==> config.mk <==
export PLATFORM = sky130hd
export DESIGN_NAME = trunc_top
export DESIGN_NICKNAME = d
export VERILOG_FILES = /design/src/source/axi4s_pkg.sv /design/src/source/axi4s_if.sv /design/src/source/axi4s_out_stage.sv /design/src/source/axi4s_trunc.sv /design/src/source/trunc_top.sv /design/src/source/trunc_wb_regs.sv
export SDC_FILE = /design/constraint.sdc
export NUM_CORES = 1
export LEC_CHECK = 0
export BUFFER_PORTS_ARGS = -buffer_cell sky130_fd_sc_hd__clkbuf_2
export CORE_MARGIN = 10
export CORE_UTILIZATION = 43
export CTS_CLUSTER_DIAMETER = 30
export DETAILED_ROUTE_END_ITERATION = 10
export GPL_TIMING_DRIVEN = 0
export SETUP_SLACK_MARGIN = 0.4
export SYNTH_ARGS = -nofsm -noshare
export SYNTH_HDL_FRONTEND = slang
export SYNTH_SLANG_ARGS = --single-unit
==> constraint.sdc <==
create_clock -name clk -period 8.38 [get_ports clk]
set_clock_uncertainty 0.15 [all_clocks]
set_input_delay 0.838 -clock clk [delete_from_list [all_inputs] [get_ports clk]]
set_output_delay 0.838 -clock clk [all_outputs]
set_load 0.005 [all_outputs]
==> src/source/axi4s_pkg.sv <==
`default_nettype none

package axi4s_pkg;

    // ====================
    // Stream data path
    // ====================

    // Fixed 8-byte beat
    localparam int DATA_BYTES = 8;

    typedef logic [DATA_BYTES*8-1:0] tdata_t;
    typedef logic [DATA_BYTES-1:0]   tkeep_t;

    // Sideband carried unchanged with each beat
    typedef logic [3:0] tuser_t;

    // Truncation length in bytes, zero disables truncation
    typedef logic [15:0] pkt_len_t;

    // Count of packets that were shortened, wraps
    typedef logic [15:0] pkt_cnt_t;

    // ====================
    // Register port
    // ====================

    typedef logic [1:0]  wb_adr_t;
    typedef logic [15:0] wb_dat_t;

    // Read/write length register
    localparam wb_adr_t REG_LENGTH    = 2'd0;
    // Read-only truncated-packet counter
    localparam wb_adr_t REG_TRUNC_CNT = 2'd1;

    // ====================
    // Truncator FSM
    // ====================

    // SOP waits for first beat, PASS forwards, DROP discards the tail
    typedef enum logic [1:0] {
        SOP,
        PASS,
        DROP
    } trunc_state_e;

endpackage

`default_nettype wire

==> src/source/axi4s_if.sv <==
`timescale 1ns/1ns
`default_nettype none

interface axi4s_if;
    import axi4s_pkg::*;

    // Beat payload
    tdata_t tdata;
    tkeep_t tkeep;
    logic   tlast;
    tuser_t tuser;

    // Handshake
    logic   tvalid;
    logic   tready;

    // Source side drives the beat and holds it until accepted
    modport source (
        output tdata, tkeep, tlast, tuser, tvalid,
        input  tready
    );

    // Sink side only answers with tready
    modport sink (
        input  tdata, tkeep, tlast, tuser, tvalid,
        output tready
    );

endinterface

`default_nettype wire

==> src/source/axi4s_out_stage.sv <==
`timescale 1ns/1ns
`default_nettype none

module axi4s_out_stage (
    input  wire     clk,
    input  wire     reset,
    axi4s_if.sink   in_if,
    axi4s_if.source out_if
);
    import axi4s_pkg::*;

    // Main entry faces the output, skid catches one beat on a stall
    logic   main_valid, skid_valid;
    tdata_t main_data, skid_data;
    tkeep_t main_keep, skid_keep;
    logic   main_last, skid_last;
    tuser_t main_user, skid_user;
    logic   in_fire, main_free;

    // Bytes without keep stored as zero
    function automatic tdata_t zero_unkept(input tdata_t d, input tkeep_t k);
        tdata_t r;
        for (int i = 0; i < DATA_BYTES; i++) begin
            r[i*8 +: 8] = k[i] ? d[i*8 +: 8] : 8'h00;
        end
        return r;
    endfunction

    // Registered ready, so one more beat lands after m_tready falls
    assign in_if.tready = !skid_valid;
    assign in_fire      = in_if.tvalid && in_if.tready;
    assign main_free    = !main_valid || out_if.tready;

    always_ff @(posedge clk) begin
        if (reset) begin
            main_valid <= 1'b0;
            main_data  <= '0;
            main_keep  <= '0;
            main_last  <= 1'b0;
            main_user  <= '0;
            skid_valid <= 1'b0;
            skid_data  <= '0;
            skid_keep  <= '0;
            skid_last  <= 1'b0;
            skid_user  <= '0;
        end else if (main_free) begin
            if (skid_valid) begin
                // Skid moves up, input is blocked this cycle
                main_valid <= 1'b1;
                {main_data, main_keep, main_last, main_user} <=
                    {skid_data, skid_keep, skid_last, skid_user};
                skid_valid <= 1'b0;
                {skid_data, skid_keep, skid_last, skid_user} <= '0;
            end else begin
                // Empty input also clears the entry to zeros
                main_valid <= in_fire;
                main_data  <= in_fire ? zero_unkept(in_if.tdata, in_if.tkeep) : '0;
                main_keep  <= in_fire ? in_if.tkeep : '0;
                main_last  <= in_fire && in_if.tlast;
                main_user  <= in_fire ? in_if.tuser : '0;
            end
        end else if (in_fire) begin
            skid_valid <= 1'b1;
            skid_data  <= zero_unkept(in_if.tdata, in_if.tkeep);
            skid_keep  <= in_if.tkeep;
            skid_last  <= in_if.tlast;
            skid_user  <= in_if.tuser;
        end
    end

    assign out_if.tvalid = main_valid;
    assign out_if.tdata  = main_data;
    assign out_if.tkeep  = main_keep;
    assign out_if.tlast  = main_last;
    assign out_if.tuser  = main_user;

    a_hold_stalled: assert property (@(posedge clk) disable iff (reset)
        out_if.tvalid && !out_if.tready |=> out_if.tvalid &&
        $stable(out_if.tdata) && $stable(out_if.tkeep) &&
        $stable(out_if.tlast) && $stable(out_if.tuser));

    a_idle_zero: assert property (@(posedge clk) disable iff (reset)
        !out_if.tvalid |-> (out_if.tdata == '0) && (out_if.tkeep == '0) &&
        !out_if.tlast && (out_if.tuser == '0));

endmodule

`default_nettype wire

==> src/source/axi4s_trunc.sv <==
`timescale 1ns/1ns
`default_nettype none

module axi4s_trunc (
    input  wire                 clk,
    input  wire                 reset,
    axi4s_if.sink               in_if,
    axi4s_if.source             out_if,
    input  axi4s_pkg::pkt_len_t trunc_len,
    output logic                trunc_event
);
    import axi4s_pkg::*;

    trunc_state_e state;
    pkt_len_t     len_q;
    pkt_len_t     byte_cnt;

    pkt_len_t     limit;
    pkt_len_t     cnt_before;
    pkt_len_t     remaining;
    logic [3:0]   beat_bytes;
    logic [$bits(pkt_len_t):0] byte_sum;
    logic         cut;
    logic         beat;

    // Bytes in a beat, keep is contiguous from byte 0
    function automatic logic [3:0] count_keep(input tkeep_t k);
        logic [3:0] n;
        n = '0;
        for (int i = 0; i < DATA_BYTES; i++) begin
            n = n + {3'b000, k[i]};
        end
        return n;
    endfunction

    // Keep mask for the first n bytes
    function automatic tkeep_t keep_upto(input pkt_len_t n);
        tkeep_t m;
        m = '0;
        for (int i = 0; i < DATA_BYTES; i++) begin
            if (pkt_len_t'(i) < n) begin
                m[i] = 1'b1;
            end
        end
        return m;
    endfunction

    // ====================
    // Byte accounting
    // ====================

    // First beat uses the live register, later beats the sampled copy
    assign limit      = (state == SOP) ? trunc_len : len_q;
    assign cnt_before = (state == SOP) ? '0 : byte_cnt;
    assign beat_bytes = count_keep(in_if.tkeep);
    assign byte_sum   = {1'b0, cnt_before} + {{($bits(pkt_len_t)-3){1'b0}}, beat_bytes};
    // Never zero while limited, DROP is entered at the limit
    assign remaining  = limit - cnt_before;

    // Limit hit with bytes still to come in this packet
    assign cut = (limit != '0) && (state != DROP) &&
                 ((byte_sum > {1'b0, limit}) ||
                  (byte_sum == {1'b0, limit} && !in_if.tlast));

    // ====================
    // Stream path
    // ====================

    // DROP drains the input regardless of downstream
    assign in_if.tready  = (state == DROP) ? 1'b1 : out_if.tready;
    assign beat          = in_if.tvalid && in_if.tready;

    assign out_if.tvalid = in_if.tvalid && (state != DROP);
    assign out_if.tdata  = in_if.tdata;
    assign out_if.tkeep  = cut ? (in_if.tkeep & keep_upto(remaining)) : in_if.tkeep;
    assign out_if.tlast  = in_if.tlast || cut;
    assign out_if.tuser  = in_if.tuser;

    assign trunc_event   = beat && cut;

    always_ff @(posedge clk) begin
        if (reset) begin
            state    <= SOP;
            byte_cnt <= '0;
        end else if (beat) begin
            case (state)
                SOP, PASS: begin
                    byte_cnt <= pkt_len_t'(byte_sum);
                    if (cut && !in_if.tlast) begin
                        state <= DROP;
                    end else if (in_if.tlast) begin
                        state <= SOP;
                    end else begin
                        state <= PASS;
                    end
                end
                // Tail ends at the input tlast
                default: begin
                    if (in_if.tlast) begin
                        state <= SOP;
                    end
                end
            endcase
        end
    end

    // Length held for the rest of the packet
    always_ff @(posedge clk) begin
        if (beat && state == SOP) begin
            len_q <= trunc_len;
        end
    end

    // DROP only follows a cut beat that raised the event
    a_drop_after_cut: assert property (@(posedge clk) disable iff (reset)
        state == DROP && $past(state) != DROP |-> $past(trunc_event));

endmodule

`default_nettype wire

==> src/source/trunc_top.sv <==
`timescale 1ns/1ns
`default_nettype none

module trunc_top (
    input  wire                 clk,
    input  wire                 reset,

    // Input stream
    input  axi4s_pkg::tdata_t   s_tdata,
    input  axi4s_pkg::tkeep_t   s_tkeep,
    input  wire                 s_tlast,
    input  axi4s_pkg::tuser_t   s_tuser,
    input  wire                 s_tvalid,
    output logic                s_tready,

    // Output stream
    output axi4s_pkg::tdata_t   m_tdata,
    output axi4s_pkg::tkeep_t   m_tkeep,
    output logic                m_tlast,
    output axi4s_pkg::tuser_t   m_tuser,
    output logic                m_tvalid,
    input  wire                 m_tready,

    // Register port
    input  wire                 wb_cyc,
    input  wire                 wb_stb,
    input  wire                 wb_we,
    input  axi4s_pkg::wb_adr_t  wb_adr,
    input  axi4s_pkg::wb_dat_t  wb_dat_w,
    output axi4s_pkg::wb_dat_t  wb_dat_r,
    output logic                wb_ack
);
    import axi4s_pkg::*;

    pkt_len_t trunc_len;
    logic     trunc_event;

    axi4s_if in_if ();
    axi4s_if trunc_if ();
    axi4s_if m_if ();

    // ====================
    // Port to stream
    // ====================
    assign in_if.tdata  = s_tdata;
    assign in_if.tkeep  = s_tkeep;
    assign in_if.tlast  = s_tlast;
    assign in_if.tuser  = s_tuser;
    assign in_if.tvalid = s_tvalid;
    assign s_tready     = in_if.tready;

    assign m_tdata      = m_if.tdata;
    assign m_tkeep      = m_if.tkeep;
    assign m_tlast      = m_if.tlast;
    assign m_tuser      = m_if.tuser;
    assign m_tvalid     = m_if.tvalid;
    assign m_if.tready  = m_tready;

    trunc_wb_regs u_regs (
        .clk         (clk),
        .reset       (reset),
        .wb_cyc      (wb_cyc),
        .wb_stb      (wb_stb),
        .wb_we       (wb_we),
        .wb_adr      (wb_adr),
        .wb_dat_w    (wb_dat_w),
        .wb_dat_r    (wb_dat_r),
        .wb_ack      (wb_ack),
        .trunc_event (trunc_event),
        .trunc_len   (trunc_len)
    );

    // Combinational trimmer in front of the output registers
    axi4s_trunc u_trunc (
        .clk         (clk),
        .reset       (reset),
        .in_if       (in_if),
        .out_if      (trunc_if),
        .trunc_len   (trunc_len),
        .trunc_event (trunc_event)
    );

    axi4s_out_stage u_out_stage (
        .clk    (clk),
        .reset  (reset),
        .in_if  (trunc_if),
        .out_if (m_if)
    );

endmodule

`default_nettype wire

==> src/source/trunc_wb_regs.sv <==
`timescale 1ns/1ns
`default_nettype none

module trunc_wb_regs (
    input  wire                 clk,
    input  wire                 reset,

    // Wishbone classic slave
    input  wire                 wb_cyc,
    input  wire                 wb_stb,
    input  wire                 wb_we,
    input  axi4s_pkg::wb_adr_t  wb_adr,
    input  axi4s_pkg::wb_dat_t  wb_dat_w,
    output axi4s_pkg::wb_dat_t  wb_dat_r,
    output logic                wb_ack,

    // One pulse per shortened packet
    input  wire                 trunc_event,

    // Length to the truncator
    output axi4s_pkg::pkt_len_t trunc_len
);
    import axi4s_pkg::*;

    pkt_len_t length_q;
    pkt_cnt_t trunc_cnt_q;
    logic     wb_req;

    // New request, ack not yet given
    assign wb_req = wb_cyc && wb_stb && !wb_ack;

    // ====================
    // Bus handshake
    // ====================

    // Ack one cycle after the request, one cycle wide
    always_ff @(posedge clk) begin
        if (reset) begin
            wb_ack <= 1'b0;
        end else begin
            wb_ack <= wb_req;
        end
    end

    // Read data lines up with ack
    always_ff @(posedge clk) begin
        if (wb_req) begin
            case (wb_adr)
                REG_LENGTH:    wb_dat_r <= wb_dat_t'(length_q);
                REG_TRUNC_CNT: wb_dat_r <= wb_dat_t'(trunc_cnt_q);
                // Unmapped addresses read as zero
                default:       wb_dat_r <= '0;
            endcase
        end
    end

    // ====================
    // Registers
    // ====================

    always_ff @(posedge clk) begin
        if (reset) begin
            length_q <= '0;
        end else if (wb_req && wb_we && wb_adr == REG_LENGTH) begin
            length_q <= pkt_len_t'(wb_dat_w);
        end
    end

    // Wrapping count, bus writes ignored
    always_ff @(posedge clk) begin
        if (reset) begin
            trunc_cnt_q <= '0;
        end else if (trunc_event) begin
            trunc_cnt_q <= trunc_cnt_q + pkt_cnt_t'(1);
        end
    end

    // Truncator picks this up at its next SOP
    assign trunc_len = length_q;

    // Classic cycle never sees a stretched ack
    a_ack_single: assert property (@(posedge clk) disable iff (reset)
        wb_ack |=> !wb_ack);

endmodule

`default_nettype wire

==> metrics.log, run 1 <==
[metrics] Max-slew headroom: between 10% and 20%
[metrics] GR Util met3: under 10%
[metrics] FP Rows: 62
[metrics] remaining routing DRC violations: 0
[metrics] most common library cells after synthesis: 262 x sky130_fd_sc_hd__nand2_1, 207 x sky130_fd_sc_hd__dfxtp_1, 142 x sky130_fd_sc_hd__nor2_1
[metrics] top-level I/O count: a little under 200
[metrics] distinct cell type count of the synthesized netlist: 75
[metrics] post-place instance area: roughly 0.014 mm^2
[metrics] clock edge transition at the registers on the reported setup and hold paths: 0.05 ns
[metrics] number of clock buffers inserted by TritonCTS: 56
[metrics] number of levels the H-tree was split into: 2
[metrics] Inst Count DP: between 2000 and 2500
[metrics] Yosys reg bits: approximately 240
[metrics] Setup crit end kind: flip-flop
[metrics] max-cap violation count: 0
[metrics] critical register-to-register path endpoint: u_out_stage.out_if.tdata[19]
[metrics] all-layer global routing usage: 23.1%
[metrics] number of pins with negative max-slew slack in the final report: 0
[metrics] wire length of the first global-routing pass: between 60000 and 70000 um
[metrics] status: completed
[metrics] peak-usage layer in the global routing report: met2
[metrics] post-route non-filler standard cell count: around 2200
[metrics] startpoint of the worst-slack reg-to-reg timing path: u_trunc.state[0]
[metrics] count of endpoints failing hold in the final timing report: 0
[metrics] main combinational cell family by area after synthesis: simple AND/OR/NAND/NOR gates
[metrics] final setup margin: a little over 0.8 ns
[metrics] initial antenna violation count: 2
[metrics] met2 GRT Util: a little over a third
[metrics] Die ar.: 0.0361 mm^2
[metrics] leading area contributor after synthesis: sky130_fd_sc_hd__dfxtp_1
[metrics] post-synthesis to final-layout area growth: 28.2%
[metrics] met1 layer usage reported by global route: 30.7%
[metrics] half-perimeter wire length of the detailed placement result: about 32000 um
[metrics] share of synthesized flip-flops with an asynchronous set or reset: 0%
[metrics] Setup crit start kind: primary input
[metrics] slew at the pin closest to its max-slew limit: ~1.2 ns
[metrics] Final Critical Period: approximately 7.6 ns
[metrics] share of synthesized cell area in full adder, half adder and majority cells: about 5%
[metrics] vias after detailed routing: approximately 12000
[metrics] GRT overflow: 0
[metrics] library cell with the highest instance count after synthesis: sky130_fd_sc_hd__nand2_1
[metrics] remaining antenna violation count after routing: 0
[metrics] Core Region: around 0.029 mm^2
[metrics] average routed wire per standard cell: slightly below 20 um
[metrics] arrival time at the worst endpoint: approximately 7.9 ns
[metrics] biggest cell delay along the critical path: approximately 0.55 ns
[metrics] global placement routability congestion: 0.949
[metrics] final std cell area, no fill: roughly 0.016 mm^2
[metrics] post-synthesis simple-gate area fraction: a little over a quarter
[metrics] final wirelength: 43700 um
[metrics] initial drt markers: about 1000
[metrics] leading register cell type out of synthesis: sky130_fd_sc_hd__dfxtp_1
[metrics] worst reg-to-reg path cell count: 23
[metrics] flop-to-flop setup slack: roughly 1.1 ns
[metrics] share of layout cells above drive strength 1: roughly a fifth
[metrics] die width: ~190 um
[metrics] nets: approximately 1900
[metrics] leakage power of the design: 6.86 nW
[metrics] path type of the worst min-delay path: reg2reg
[metrics] CTS sink cnt: around 240
[metrics] share of the clock period used by the worst path after layout: about nine tenths
[metrics] CP dominant cell by count: sky130_fd_sc_hd__fa_1
[metrics] CP max-delay cell: sky130_fd_sc_hd__fa_1
[metrics] Worst VDD drop: approximately 170 uV
[metrics] complex-gate fraction of the synthesized area: between 10% and 20%
[metrics] maximum number of pins on one net before global-route repair: 19
[metrics] synthesized net count: around 1700
[metrics] total power divided by cell area: 259 mW/mm^2
[metrics] Seq/Total Area, Yosys: about two fifths
[metrics] RSZ-0062 raised after global routing: false
[metrics] Max Root-Sink Buffers: 3
[metrics] cell breakdown of the critical path: clkbuf_1 -> inv_1 -> fa_1 -> fa_1 -> fa_1 -> fa_1 -> fa_1 -> nor2b_1 -> o22ai_1 -> or4_1 -> or3_1 -> xor2_1 -> ha_1 -> and4_1 -> and4_1 -> o2111ai_1 -> o211ai_1 -> nor2_1 -> nand4_4 -> nor4_4 -> buf_2 -> o21ai_0
[metrics] Pre-antenna DRT Iters: 5
[metrics] placement-stage worst setup slack: -0.0764 ns
[metrics] cell at the root of the clock tree: sky130_fd_sc_hd__clkbuf_16
[metrics] Worst EP required: just under 9 ns
[metrics] starting density of the core: between 40% and 50%
[metrics] count of flip-flops with a built-in enable after synthesis: 32
[metrics] number of global-route vias before repair: 12100
[metrics] Peak Freq: between 100 and 150 MHz
[metrics] critical path class: in2reg
[metrics] portion of netlist area occupied by mux cells: approximately 4.2%
[metrics] Post-CTS Hold Fix Bufs: 0
[metrics] number of inserted diodes: 0
[metrics] area fraction of the dominant cell type after synthesis: 33.4%
[metrics] warning count from the yosys run: 0
[metrics] mean area per synthesized cell: between 8 and 9 um^2
[metrics] Die Y-Extent: 190 um
[metrics] area share of xor/xnor cells in the synthesized design: under 10%
[metrics] Util after Layout: 55.6%
[metrics] DR vias/cell: around 5.6
[metrics] startpoint of the most critical setup path: s_tkeep[4]
[metrics] CP Max Fanout: 10
[metrics] number of buffers inserted by port buffering: 192
[metrics] total setup violations reported at the end of the flow: 0
[metrics] clock tree from TritonCTS: done
[metrics] worst setup path end: u_out_stage.out_if.tdata[19]
[metrics] synthesized instance count: ~1500
[metrics] clock network latency to the later pin of the worst-skew pair: 0.60 ns
[metrics] total power after layout: 4.12 mW
[metrics] Post-Synthesis Cell Area: about 0.012 mm^2
[metrics] biggest area contributors in the synthesized netlist: sky130_fd_sc_hd__dfxtp_1 33%, sky130_fd_sc_hd__nand2_1 7.9%, sky130_fd_sc_hd__edfxtp_1 7.7%
[power by group]
group | internal (mW) | total, mW | switching [mW]
Clock | 1.49 | 2.22 | 0.729
Sequential | 1.21 | 1.24 | 0.0309
Combinational | 0.227 | 0.663 | 0.435
Total | 2.93 | 4.12 | 1.20
[metal layers]
layer | part of all wire, % | vias up
li1 | - | 5923
met1 | 44 | 5836
met2 | 44 | 508
met3 | 8.9 | 99
met4 | 2.7 | 4
met5 | 0.057 | -
[worst min-delay path by stage]
stage                                    startpoint                        end  slack [ns]  cells past startpoint
final                     u_out_stage.skid_data[14]  u_out_stage.skid_data[14]        0.29                      2
after global routing      u_out_stage.skid_data[14]  u_out_stage.skid_data[14]        0.31                      2
after CTS                 u_out_stage.skid_data[38]  u_out_stage.skid_data[38]        0.29                      2
after detailed placement              u_regs.wb_ack              u_regs.wb_ack        0.28                      1
after global placement    u_out_stage.skid_data[51]  u_out_stage.skid_data[51]        0.28                      2
after floorplan            u_out_stage.skid_keep[4]   u_out_stage.skid_keep[4]        0.27                      2
[cells by family after synthesis]
| logic type | after synthesis |
|---|---|
| xor+xnor | 30 |
| fa+ha+maj | 45 |
| mux | 52 |
| simple gates | 680 |
| compound gates | 309 |
| flops | 239 |
| buf+inv | 155 |
[final cells by class]
class	count	area, um^2
plain buffers	104	420
clock buffers	72	1540
clock inverters	32	428
fillers	2724	12700
inverters	51	191
multi-input cells	1116	6710
flip-flops and latches	239	5100
well taps	384	480
repair buffers	204	1050
[critical path, delay by kind of cell]
| family | cells | cell delay, ns |
|---|---|---|
| simple gates | 8 | 2.47 |
| compound gates | 4 | 0.67 |
| buf+inv | 3 | 0.92 |
| xor+xnor | 1 | 0.23 |
| fa+ha+maj | 6 | 2.70 |
[stage by stage]
| step | hold WS [ns] | TNS (ns) |
|---|---|---|
| floorplan | 0.267 | 0 |
| global placement | 0.275 | -0.554 |
| detailed placement | 0.282 | -0.616 |
| CTS | 0.290 | 0 |
| global route | 0.307 | 0 |
| finish | 0.287 | 0 |
[cell usage in the layout (no fill, tap or decap), types with 8 or more instances in the layout]
cell type | Yosys | layout
sky130_fd_sc_hd__nand2_1 | 262 | 262
sky130_fd_sc_hd__dfxtp_1 | 207 | 207
sky130_fd_sc_hd__clkbuf_2 | 0 | 192
sky130_fd_sc_hd__nor2_1 | 142 | 141
sky130_fd_sc_hd__nand3_1 | 102 | 102
sky130_fd_sc_hd__clkbuf_1 | 85 | 93
sky130_fd_sc_hd__a21oi_1 | 85 | 85
sky130_fd_sc_hd__clkbuf_16 | 0 | 56
sky130_fd_sc_hd__inv_1 | 51 | 51
sky130_fd_sc_hd__mux2i_1 | 48 | 48
sky130_fd_sc_hd__o21ai_0 | 44 | 44
sky130_fd_sc_hd__ha_1 | 39 | 39
sky130_fd_sc_hd__and3_1 | 36 | 36
sky130_fd_sc_hd__nand4_1 | 32 | 32
sky130_fd_sc_hd__nor3_1 | 32 | 32
sky130_fd_sc_hd__edfxtp_1 | 32 | 32
sky130_fd_sc_hd__o22ai_1 | 29 | 29
sky130_fd_sc_hd__o21ai_1 | 28 | 28
sky130_fd_sc_hd__o31ai_1 | 24 | 24
sky130_fd_sc_hd__xnor2_1 | 16 | 16
sky130_fd_sc_hd__nor4_1 | 14 | 14
sky130_fd_sc_hd__xor2_1 | 13 | 13
sky130_fd_sc_hd__o41ai_1 | 12 | 12
sky130_fd_sc_hd__buf_4 | 0 | 12
sky130_fd_sc_hd__buf_1 | 10 | 10
sky130_fd_sc_hd__nor2b_1 | 9 | 9
sky130_fd_sc_hd__o21ai_2 | 9 | 9
sky130_fd_sc_hd__clkinv_2 | 0 | 9
sky130_fd_sc_hd__a21o_1 | 8 | 8
sky130_fd_sc_hd__clkinvlp_4 | 0 | 8
sky130_fd_sc_hd__clkbuf_8 | 0 | 8
[sequential cells by signal, summed over array words and instances (netlist names), 8 cells and up]
name,count
u_regs.trunc_len,16
u_out_stage.out_if.tdata,64
u_trunc.len_q,16
u_out_stage.out_if.tkeep,8
u_out_stage.skid_data,64
u_out_stage.skid_keep,8
u_regs.wb_dat_r,16
u_trunc.byte_cnt,16
u_regs.trunc_cnt_q,16
[timing repair]
item	CTS	global route
setup endpoints to repair	0	103
gates resized for setup	0	0
buffers inserted	0	12
Note: power is estimated with default switching activity, not from simulation.
==> run 2: changes to the inputs <==
--- a/config.mk
+++ b/config.mk
@@ -11,7 +11,8 @@
 export CTS_CLUSTER_DIAMETER = 30
 export DETAILED_ROUTE_END_ITERATION = 10
 export GPL_TIMING_DRIVEN = 0
-export SETUP_SLACK_MARGIN = 0.4
+export SETUP_SLACK_MARGIN = 0.2
 export SYNTH_ARGS = -nofsm -noshare
 export SYNTH_HDL_FRONTEND = slang
+export SYNTH_HIERARCHICAL = 1
 export SYNTH_SLANG_ARGS = --single-unit
==> metrics.log, run 2 <==
[metrics] status: completed (unchanged)
[metrics] total setup violations reported at the end of the flow: 0 (unchanged)
[metrics] CTS sink cnt: 239 (unchanged)
[metrics] Inst Count DP: 1828 (was 2086)
[metrics] distinct cell type count of the synthesized netlist: 80 (was 75)
[metrics] vias after detailed routing: 10600 (was 12400)
[metrics] Die ar.: 0.0354 mm^2 (was 0.0361 mm^2)
[metrics] CP dominant cell by count: sky130_fd_sc_hd__fa_1 (unchanged)
[metrics] critical register-to-register path endpoint: u_out_stage/skid_data[22] (was u_out_stage.out_if.tdata[19])
[metrics] share of synthesized flip-flops with an asynchronous set or reset: 0% (unchanged)
[metrics] post-place instance area: 0.0133 mm^2 (was 0.0139 mm^2)
[metrics] die width: 188 um (was 190 um)
[metrics] Die Y-Extent: 188 um (was 190 um)
[metrics] DR vias/cell: 5.51 (was 5.62)
[metrics] nets: 1650 (was 1919)
[metrics] Total Neg Setup Slack: 0 ns (unchanged)
[metrics] FP Rows: 61 (was 62)
[metrics] biggest cell delay along the critical path: 0.85 ns (was 0.55 ns)
[metrics] leading register cell type out of synthesis: sky130_fd_sc_hd__dfxtp_1 (unchanged)
[metrics] warning count from the yosys run: 6 (was 0)
[metrics] placement-stage worst setup slack: 0.0615 ns (was -0.0764 ns)
[metrics] Filler Cell Count: 2569 (was 2724)
[metrics] Pre-antenna DRT Iters: 7 (was 5)
[metrics] Seq/Total Area, Yosys: 42.0% (was 41.1%)
[metrics] CP Max Fanout: 15 (was 10)
[metrics] synthesized net count: 1469 (was 1657)
[metrics] final std cell area, no fill: 0.0151 mm^2 (was 0.0159 mm^2)
[metrics] count of endpoints failing hold in the final timing report: 0 (unchanged)
[metrics] clock edge transition at the registers on the reported setup and hold paths: 0.05 ns (about the same)
[metrics] average routed wire per standard cell: 19.3 um (was 19.9 um)
[metrics] Util after Layout: 54.2% (was 55.6%)
[metrics] leading area contributor after synthesis: sky130_fd_sc_hd__dfxtp_1 (unchanged)
[metrics] worst reg-to-reg path cell count: 25 (was 23)
[metrics] startpoint of the most critical setup path: u_trunc/state[0] (was s_tkeep[4])
[metrics] mean area per synthesized cell: 9.19 um^2 (was 8.23 um^2)
[metrics] worst setup path end: u_out_stage/skid_data[22] (was u_out_stage.out_if.tdata[19])
[metrics] cell at the root of the clock tree: sky130_fd_sc_hd__clkbuf_16 (unchanged)
[metrics] count of flip-flops with a built-in enable after synthesis: 32 (unchanged)
[metrics] Peak Freq: 130 MHz (was 132 MHz)
[metrics] area taken by multi-input logic gates: 0.00584 mm^2 (was 0.00671 mm^2)
[metrics] clock network latency to the later pin of the worst-skew pair: 0.55 ns (was 0.60 ns)
[metrics] CP max-delay cell: sky130_fd_sc_hd__nor4_2 (was sky130_fd_sc_hd__fa_1)
[metrics] Setup crit start kind: flip-flop (was primary input)
[metrics] total power after layout: 3.99 mW (was 4.12 mW)
[metrics] leakage power of the design: 6.45 nW (was 6.86 nW)
[metrics] Core Region: 0.0279 mm^2 (was 0.0286 mm^2)
[metrics] Post-Synthesis Cell Area: 0.0122 mm^2 (was 0.0124 mm^2)
[metrics] total power divided by cell area: 264 mW/mm^2 (was 259 mW/mm^2)
[metrics] GRT overflow: 0 (unchanged)
[metrics] slew at the pin closest to its max-slew limit: 0.974 ns (was 1.24 ns)
[metrics] arrival time at the worst endpoint: 8.05 ns (was 7.86 ns)
[metrics] maximum number of pins on one net before global-route repair: 26 (was 19)
[metrics] top-level I/O count: 198 (unchanged)
[metrics] post-synthesis to final-layout area growth: 24.2% (was 28.2%)
[metrics] initial drt markers: 665 (was 1012)
[metrics] Max-slew headroom: 34.5% (was 17.0%)
[metrics] leading cell types in the layout, fill and taps excluded: 207 x sky130_fd_sc_hd__dfxtp_1, 131 x sky130_fd_sc_hd__clkbuf_2, 103 x sky130_fd_sc_hd__nor2_1 (was 262 x sky130_fd_sc_hd__nand2_1, 207 x sky130_fd_sc_hd__dfxtp_1, 192 x sky130_fd_sc_hd__clkbuf_2)
[metrics] global placement routability congestion: 0.914 (was 0.949)
[metrics] share of layout cells above drive strength 1: 24.1% (was 19.7%)
[metrics] wire length of the first global-routing pass: 58800 um (was 67400 um)
[metrics] remaining antenna violation count after routing: 0 (unchanged)
[metrics] biggest area contributors in the synthesized netlist: sky130_fd_sc_hd__dfxtp_1 34%, sky130_fd_sc_hd__edfxtp_1 7.9%, sky130_fd_sc_hd__buf_4 4.6% (was sky130_fd_sc_hd__dfxtp_1 33%, sky130_fd_sc_hd__nand2_1 7.9%, sky130_fd_sc_hd__edfxtp_1 7.7%)
[metrics] post-route non-filler standard cell count: 1924 (was 2202)
[metrics] all-layer global routing usage: 20.2% (was 23.1%)
[metrics] remaining routing DRC violations: 0 (unchanged)
[metrics] Max Root-Sink Buffers: 3 (unchanged)
[metrics] Yosys reg bits: 239 (unchanged)
[metrics] final worst hold slack: 0.299 ns (was 0.287 ns)
[metrics] library cell with the highest instance count after synthesis: sky130_fd_sc_hd__dfxtp_1 (was sky130_fd_sc_hd__nand2_1)
[metrics] startpoint of the worst-slack reg-to-reg timing path: u_trunc/state[0] (was u_trunc.state[0])
[metrics] path type of the worst min-delay path: reg2reg (unchanged)
[metrics] number of pins with negative max-slew slack in the final report: 0 (unchanged)
[metrics] number of clock buffers inserted by TritonCTS: 52 (was 56)
[metrics] number of inserted diodes: 0 (unchanged)
[metrics] clock tree from TritonCTS: done (unchanged)
[metrics] share of the clock period used by the worst path after layout: 92.0% (was 90.2%)
[metrics] number of buffers inserted by port buffering: 127 (was 192)
[metrics] area fraction of the dominant cell type after synthesis: 34.1% (was 33.4%)
[metrics] starting density of the core: 43.6% (was 43.4%)
[metrics] final wirelength: 37100 um (was 43700 um)
[metrics] max-cap violation count: 0 (unchanged)
[metrics] commonest non-fill, non-tap cell in the layout: sky130_fd_sc_hd__dfxtp_1 (was sky130_fd_sc_hd__nand2_1)
[metrics] number of global-route vias before repair: 10500 (was 12100)
[metrics] critical path class: reg2reg (was in2reg)
[metrics] synthesized instance count: 1323 (was 1510)
[metrics] Final Critical Period: 7.71 ns (was 7.56 ns)
[metrics] half-perimeter wire length of the detailed placement result: 28000 um (was 32100 um)
[metrics] initial antenna violation count: 1 (was 2)
[metrics] final setup margin: 0.673 ns (was 0.822 ns)
[metrics] most common library cells after synthesis: 207 x sky130_fd_sc_hd__dfxtp_1, 103 x sky130_fd_sc_hd__nor2_1, 87 x sky130_fd_sc_hd__nand2_1 (was 262 x sky130_fd_sc_hd__nand2_1, 207 x sky130_fd_sc_hd__dfxtp_1, 142 x sky130_fd_sc_hd__nor2_1)
[metrics] RSZ-0062 raised after global routing: true (was false)
[metrics] Setup crit end kind: flip-flop (unchanged)
[metrics] Worst EP required: 8.72 ns (was 8.68 ns)
[metrics] Seq. cell area: 0.00510 mm^2 (unchanged)
[metrics] flop-to-flop setup slack: 0.67 ns (was 1.09 ns)
[metrics] number of levels the H-tree was split into: 2 (unchanged)
[metrics] Worst VDD drop: 150 uV (was 175 uV)
[run 2: repair_timing]
item,in CTS,in global routing
hold buffers,0,0
endpoints found under the hold margin,0,0
pin swaps,0,1
resized for setup,3,4
setup endpoints to repair,20,119
cloned,0,0
setup buffers,0,0
[run 2: worst max-delay path: cells and delay by family (launching register included)]
family	cells	cell delay, ns
compound gates	9	2.16
fa+ha+maj	5	2.09
flops	1	0.53
buf+inv	3	0.57
xor+xnor	1	0.25
simple gates	7	1.89
[run 2: report_power, final]
group          total [mW]  switching [mW]  internal (mW)  leakage, nW
combinational       0.694           0.419          0.275         3.58
sequential           1.25          0.0340           1.22         1.99
clock                2.04           0.644           1.40        0.884
[run 2: worst min-delay path by stage]
stage | from | to | slack [ns] | depth (start not counted)
2_1_floorplan | u_out_stage/skid_keep[0] | u_out_stage/skid_keep[0] | 0.28 | 1
3_3_place_gp | u_out_stage/skid_keep[1] | u_out_stage/skid_keep[1] | 0.28 | 1
3_5_place_dp | u_out_stage/skid_keep[1] | u_out_stage/skid_keep[1] | 0.29 | 1
4_1_cts | u_out_stage/skid_keep[7] | u_out_stage/skid_keep[7] | 0.30 | 1
5_1_grt | u_out_stage/skid_keep[7] | u_out_stage/skid_keep[7] | 0.31 | 1
6_report | u_out_stage/skid_keep[7] | u_out_stage/skid_keep[7] | 0.30 | 1
[run 2: area by class of cell]
type	count	share of cell area, %
buffer	162	6.57
clock buffer	69	9.64
clock inverter	27	2.30
inverter	63	1.57
multi-input combinational	858	38.7
sequential	239	33.8
tap	378	3.13
timing repair buffer	128	4.29
[run 2: kinds of logic (layout without fill, tap and decap cells)]
logic type                 after synthesis  in the layout  synth area share, %
and+or+nand+nor                        429            429                 18.5
xor gates and xnor gates                26             26                 1.87
adders and majority gates               44             44                 4.90
buffers and inverters                  226            449                 10.1
muxes                                   41             41                 3.44
AOI/OAI and AO/OA                      318            318                 19.2
DFF                                    239            239                 42.0
[run 2: routing by layer]
| metal | vias up | part of all wire [%] | track usage [%] |
|---|---|---|---|
| met3 | 56 | 6.1 | 4.42 |
| met5 | - | 0.019 | 0 |
| met4 | 2 | 2.4 | 6.77 |
| met1 | 5027 | 44 | 25.4 |
| met2 | 338 | 48 | 33.6 |
| li1 | 5171 | - | - |
==> run 3: changes to the inputs <==
--- a/config.mk
+++ b/config.mk
@@ -5,6 +5,7 @@
 export SDC_FILE = /design/constraint.sdc
 export NUM_CORES = 1
 export LEC_CHECK = 0
+export ABC_AREA = 1
 export BUFFER_PORTS_ARGS = -buffer_cell sky130_fd_sc_hd__clkbuf_2
 export CORE_MARGIN = 10
 export CORE_UTILIZATION = 43
==> metrics.log, run 3 <==
[metrics] path type of the worst min-delay path: reg2reg (unchanged)
[metrics] synthesized instance count: 1887 (was 1323)
[metrics] initial drt markers: 729 (was 665)
[metrics] max-cap violation count: 0 (unchanged)
[metrics] Setup crit end kind: flip-flop (unchanged)
[metrics] all-layer global routing usage: 20.2% (about the same)
[metrics] vias after detailed routing: 12500 (was 10600)
[metrics] commonest non-fill, non-tap cell in the layout: sky130_fd_sc_hd__nand2_1 (was sky130_fd_sc_hd__dfxtp_1)
[metrics] area fraction of the dominant cell type after synthesis: 31.4% (was 34.1%)
[metrics] mean area per synthesized cell: 6.98 um^2 (was 9.19 um^2)
[metrics] share of the clock period used by the worst path after layout: 81.2% (was 92.0%)
[metrics] share of synthesized flip-flops with an asynchronous set or reset: 0% (unchanged)
[metrics] half-perimeter wire length of the detailed placement result: 29800 um (was 28000 um)
[metrics] post-synthesis to final-layout area growth: 23.3% (was 24.2%)
[metrics] synthesized net count: 2033 (was 1469)
[metrics] share of layout cells above drive strength 1: 19.3% (was 24.1%)
[metrics] number of global-route vias before repair: 12400 (was 10500)
[metrics] DR vias/cell: 4.96 (was 5.51)
[metrics] CP dominant cell by count: sky130_fd_sc_hd__nand2_1 (was sky130_fd_sc_hd__fa_1)
[metrics] Worst EP required: 8.70 ns (was 8.72 ns)
[metrics] clock edge transition at the registers on the reported setup and hold paths: 0.05 ns (about the same)
[metrics] final setup margin: 1.58 ns (was 0.673 ns)
[metrics] number of cells upsized or downsized after cts: 0 (was 3)
[metrics] top-level I/O count: 198 (unchanged)
[metrics] post-route non-filler standard cell count: 2517 (was 1924)
[metrics] Pre-antenna DRT Iters: 7 (unchanged)
[metrics] Final Critical Period: 6.80 ns (was 7.71 ns)
[metrics] distinct cell type count of the synthesized netlist: 49 (was 80)
[metrics] RSZ-0062 raised after global routing: false (was true)
[metrics] final worst hold slack: 0.312 ns (was 0.299 ns)
[metrics] Peak Freq: 147 MHz (was 130 MHz)
[metrics] Setup crit start kind: flip-flop (unchanged)
[metrics] number of pins with negative max-slew slack in the final report: 0 (unchanged)
[metrics] Core Region: 0.0304 mm^2 (was 0.0279 mm^2)
[metrics] Inst Count DP: 2411 (was 1828)
[metrics] clock network latency to the later pin of the worst-skew pair: 0.55 ns (about the same)
[metrics] number of clock buffers inserted by TritonCTS: 56 (was 52)
[metrics] Post-Synthesis Cell Area: 0.0132 mm^2 (was 0.0122 mm^2)
[metrics] placement-stage worst setup slack: 1.28 ns (was 0.0615 ns)
[metrics] Seq/Total Area, Yosys: 38.7% (was 42.0%)
[metrics] die width: 195 um (was 188 um)
[metrics] Yosys reg bits: 239 (unchanged)
[metrics] Max-slew headroom: 51.9% (was 34.5%)
[metrics] final wirelength: 39800 um (was 37100 um)
[metrics] number of buffers added for setup after CTS: 0 (unchanged)
[metrics] number of buffers inserted by port buffering: 128 (was 127)
[metrics] Filler Cell Count: 3042 (was 2569)
[metrics] number of levels the H-tree was split into: 2 (unchanged)
[metrics] arrival time at the worst endpoint: 7.12 ns (was 8.05 ns)
[metrics] maximum number of pins on one net before global-route repair: 18 (was 26)
[metrics] count of endpoints failing hold in the final timing report: 0 (unchanged)
[metrics] leading register cell type out of synthesis: sky130_fd_sc_hd__dfxtp_1 (unchanged)
[metrics] remaining routing DRC violations: 0 (unchanged)
[metrics] CP max-delay cell: sky130_fd_sc_hd__clkbuf_1 (was sky130_fd_sc_hd__nor4_2)
[metrics] starting density of the core: 43.3% (was 43.6%)
[metrics] remaining antenna violation count after routing: 0 (unchanged)
[metrics] warning count from the yosys run: 6 (unchanged)
[metrics] leading area contributor after synthesis: sky130_fd_sc_hd__dfxtp_1 (unchanged)
[metrics] status: completed (unchanged)
[metrics] Max Root-Sink Buffers: 3 (unchanged)
[metrics] Die ar.: 0.0381 mm^2 (was 0.0354 mm^2)
[metrics] leading cell types in the layout, fill and taps excluded: 583 x sky130_fd_sc_hd__nand2_1, 207 x sky130_fd_sc_hd__a21oi_1, 207 x sky130_fd_sc_hd__dfxtp_1 (was 207 x sky130_fd_sc_hd__dfxtp_1, 131 x sky130_fd_sc_hd__clkbuf_2, 103 x sky130_fd_sc_hd__nor2_1)
[metrics] average routed wire per standard cell: 15.8 um (was 19.3 um)
[metrics] CP Max Fanout: 10 (was 15)
[metrics] biggest area contributors in the synthesized netlist: sky130_fd_sc_hd__dfxtp_1 31%, sky130_fd_sc_hd__nand2_1 17%, sky130_fd_sc_hd__a21oi_1 7.9% (was sky130_fd_sc_hd__dfxtp_1 34%, sky130_fd_sc_hd__edfxtp_1 7.9%, sky130_fd_sc_hd__buf_4 4.6%)
[metrics] wire length of the first global-routing pass: 64200 um (was 58800 um)
[metrics] slew at the pin closest to its max-slew limit: 0.721 ns (was 0.974 ns)
[metrics] total power divided by cell area: 309 mW/mm^2 (was 264 mW/mm^2)
[metrics] Total Neg Setup Slack: 0 ns (unchanged)
[metrics] Post-CTS Hold Fix Bufs: 0 (unchanged)
[metrics] CTS sink cnt: 239 (unchanged)
[metrics] total power after layout: 5.02 mW (was 3.99 mW)
[metrics] leakage power of the design: 7.67 nW (was 6.45 nW)
[metrics] library cell with the highest instance count after synthesis: sky130_fd_sc_hd__nand2_1 (was sky130_fd_sc_hd__dfxtp_1)
[metrics] nets: 2219 (was 1650)
[metrics] GRT overflow: 0 (unchanged)
[metrics] most common library cells after synthesis: 583 x sky130_fd_sc_hd__nand2_1, 207 x sky130_fd_sc_hd__a21oi_1, 207 x sky130_fd_sc_hd__dfxtp_1 (was 207 x sky130_fd_sc_hd__dfxtp_1, 103 x sky130_fd_sc_hd__nor2_1, 87 x sky130_fd_sc_hd__nand2_1)
[metrics] count of flip-flops with a built-in enable after synthesis: 32 (unchanged)
[metrics] clock tree from TritonCTS: done (unchanged)
[metrics] FP Rows: 64 (was 61)
[metrics] initial antenna violation count: 3 (was 1)
[metrics] Worst VDD drop: 167 uV (was 150 uV)
[metrics] biggest cell delay along the critical path: 0.51 ns (was 0.85 ns)
[metrics] cell class contributing the biggest share of worst-path delay: simple AND/OR/NAND/NOR gates (was compound AO/OA/AOI/OAI gates)
[metrics] cell at the root of the clock tree: sky130_fd_sc_hd__clkbuf_16 (unchanged)
[metrics] critical path class: reg2reg (unchanged)
[metrics] Die Y-Extent: 195 um (was 188 um)
[metrics] total setup violations reported at the end of the flow: 0 (unchanged)
[metrics] combined buffer and inverter count along the critical path: 7 (was 3)
[metrics] global placement routability congestion: 0.867 (was 0.914)
run 3: cell count changes in the layout (fill, tap and decap cells not counted), moves of 35 or more:
cell,before,now
sky130_fd_sc_hd__o21ai_0,11,79
sky130_fd_sc_hd__mux2i_1,35,0
sky130_fd_sc_hd__nand3_1,75,142
sky130_fd_sc_hd__a31oi_1,51,1
sky130_fd_sc_hd__a21oi_1,57,207
sky130_fd_sc_hd__inv_1,61,192
sky130_fd_sc_hd__nand2_1,87,583
sky130_fd_sc_hd__a22o_1,63,0
run 3: final cells by class:
class                      instances  area [um^2]  share of cell area (%)
multi-input combinational       1278         6280                    38.6
sequential                       239         5100                    31.4
clock buffer                      71         1560                    9.61
buffer                           164         1020                    6.29
inverter                         206          777                    4.78
timing repair buffer             128          641                    3.94
tap                              396          495                    3.05
clock inverter                    32          359                    2.21
antenna                            3         7.51                  0.0462
run 3: tightest hold or removal path, stage by stage (launching register included):
cell and delay [ns]:
sky130_fd_sc_hd__dfxtp_1 0.30, sky130_fd_sc_hd__nand2_1 0.06, sky130_fd_sc_hd__a21oi_1 0.05
run 3: final timing paths:
kind	start	depth (start not counted)	slack [ns]	endpoint
worst max-delay path	u_trunc/state[0]	33	1.58	u_out_stage/out_if.tdata[50]
worst min-delay path	u_out_stage/out_if.tdata[14]	2	0.31	u_out_stage/out_if.tdata[14]
worst max register to register	u_trunc/state[0]	33	1.58	u_out_stage/out_if.tdata[50]
worst min register to register	u_out_stage/out_if.tdata[14]	2	0.31	u_out_stage/out_if.tdata[14]
run 3: metrics by stage:
stage | utilization, % | instance area, um^2
2_1_floorplan | - | 13200
3_3_place_gp | 47.0 | 14300
3_5_place_dp | 47.0 | 14300
4_1_cts | 53.4 | 16200
5_1_grt | 53.4 | 16200
6_report | 53.4 | 16200
run 3: per-layer routing:
| metal | part of all wire (%) | GRT usage [%] | vias up |
|---|---|---|---|
| met5 | 0 | 0 | - |
| met4 | 2.0 | 5.29 | 0 |
| met3 | 7.4 | 5.36 | 66 |
| met2 | 44 | 31.9 | 361 |
| met1 | 46 | 26.6 | 5686 |
| li1 | - | - | 6361 |
run 3: power breakdown:
part           leakage, nW  switching [mW]  total [mW]  internal [mW]
Combinational         4.76            1.02        1.55          0.525
Clock                0.916           0.703        2.18           1.47
Sequential            1.99          0.0476        1.30           1.25
run 3: cells by family (layout without fill, tap and decap cells):
| logic type | Yosys count | in the layout | synth area share, % |
|---|---|---|---|
| flip-flops | 239 | 239 | 38.7 |
| buffers and inverters | 370 | 601 | 13.6 |
| XOR/XNOR | 21 | 21 | 1.40 |
| AO/OA/AOI/OAI | 317 | 317 | 12.6 |
| other | 0 | 3 | 0 |
| AND/OR/NAND/NOR | 896 | 896 | 29.1 |
| adder cells (fa/ha/maj) | 44 | 44 | 4.52 |
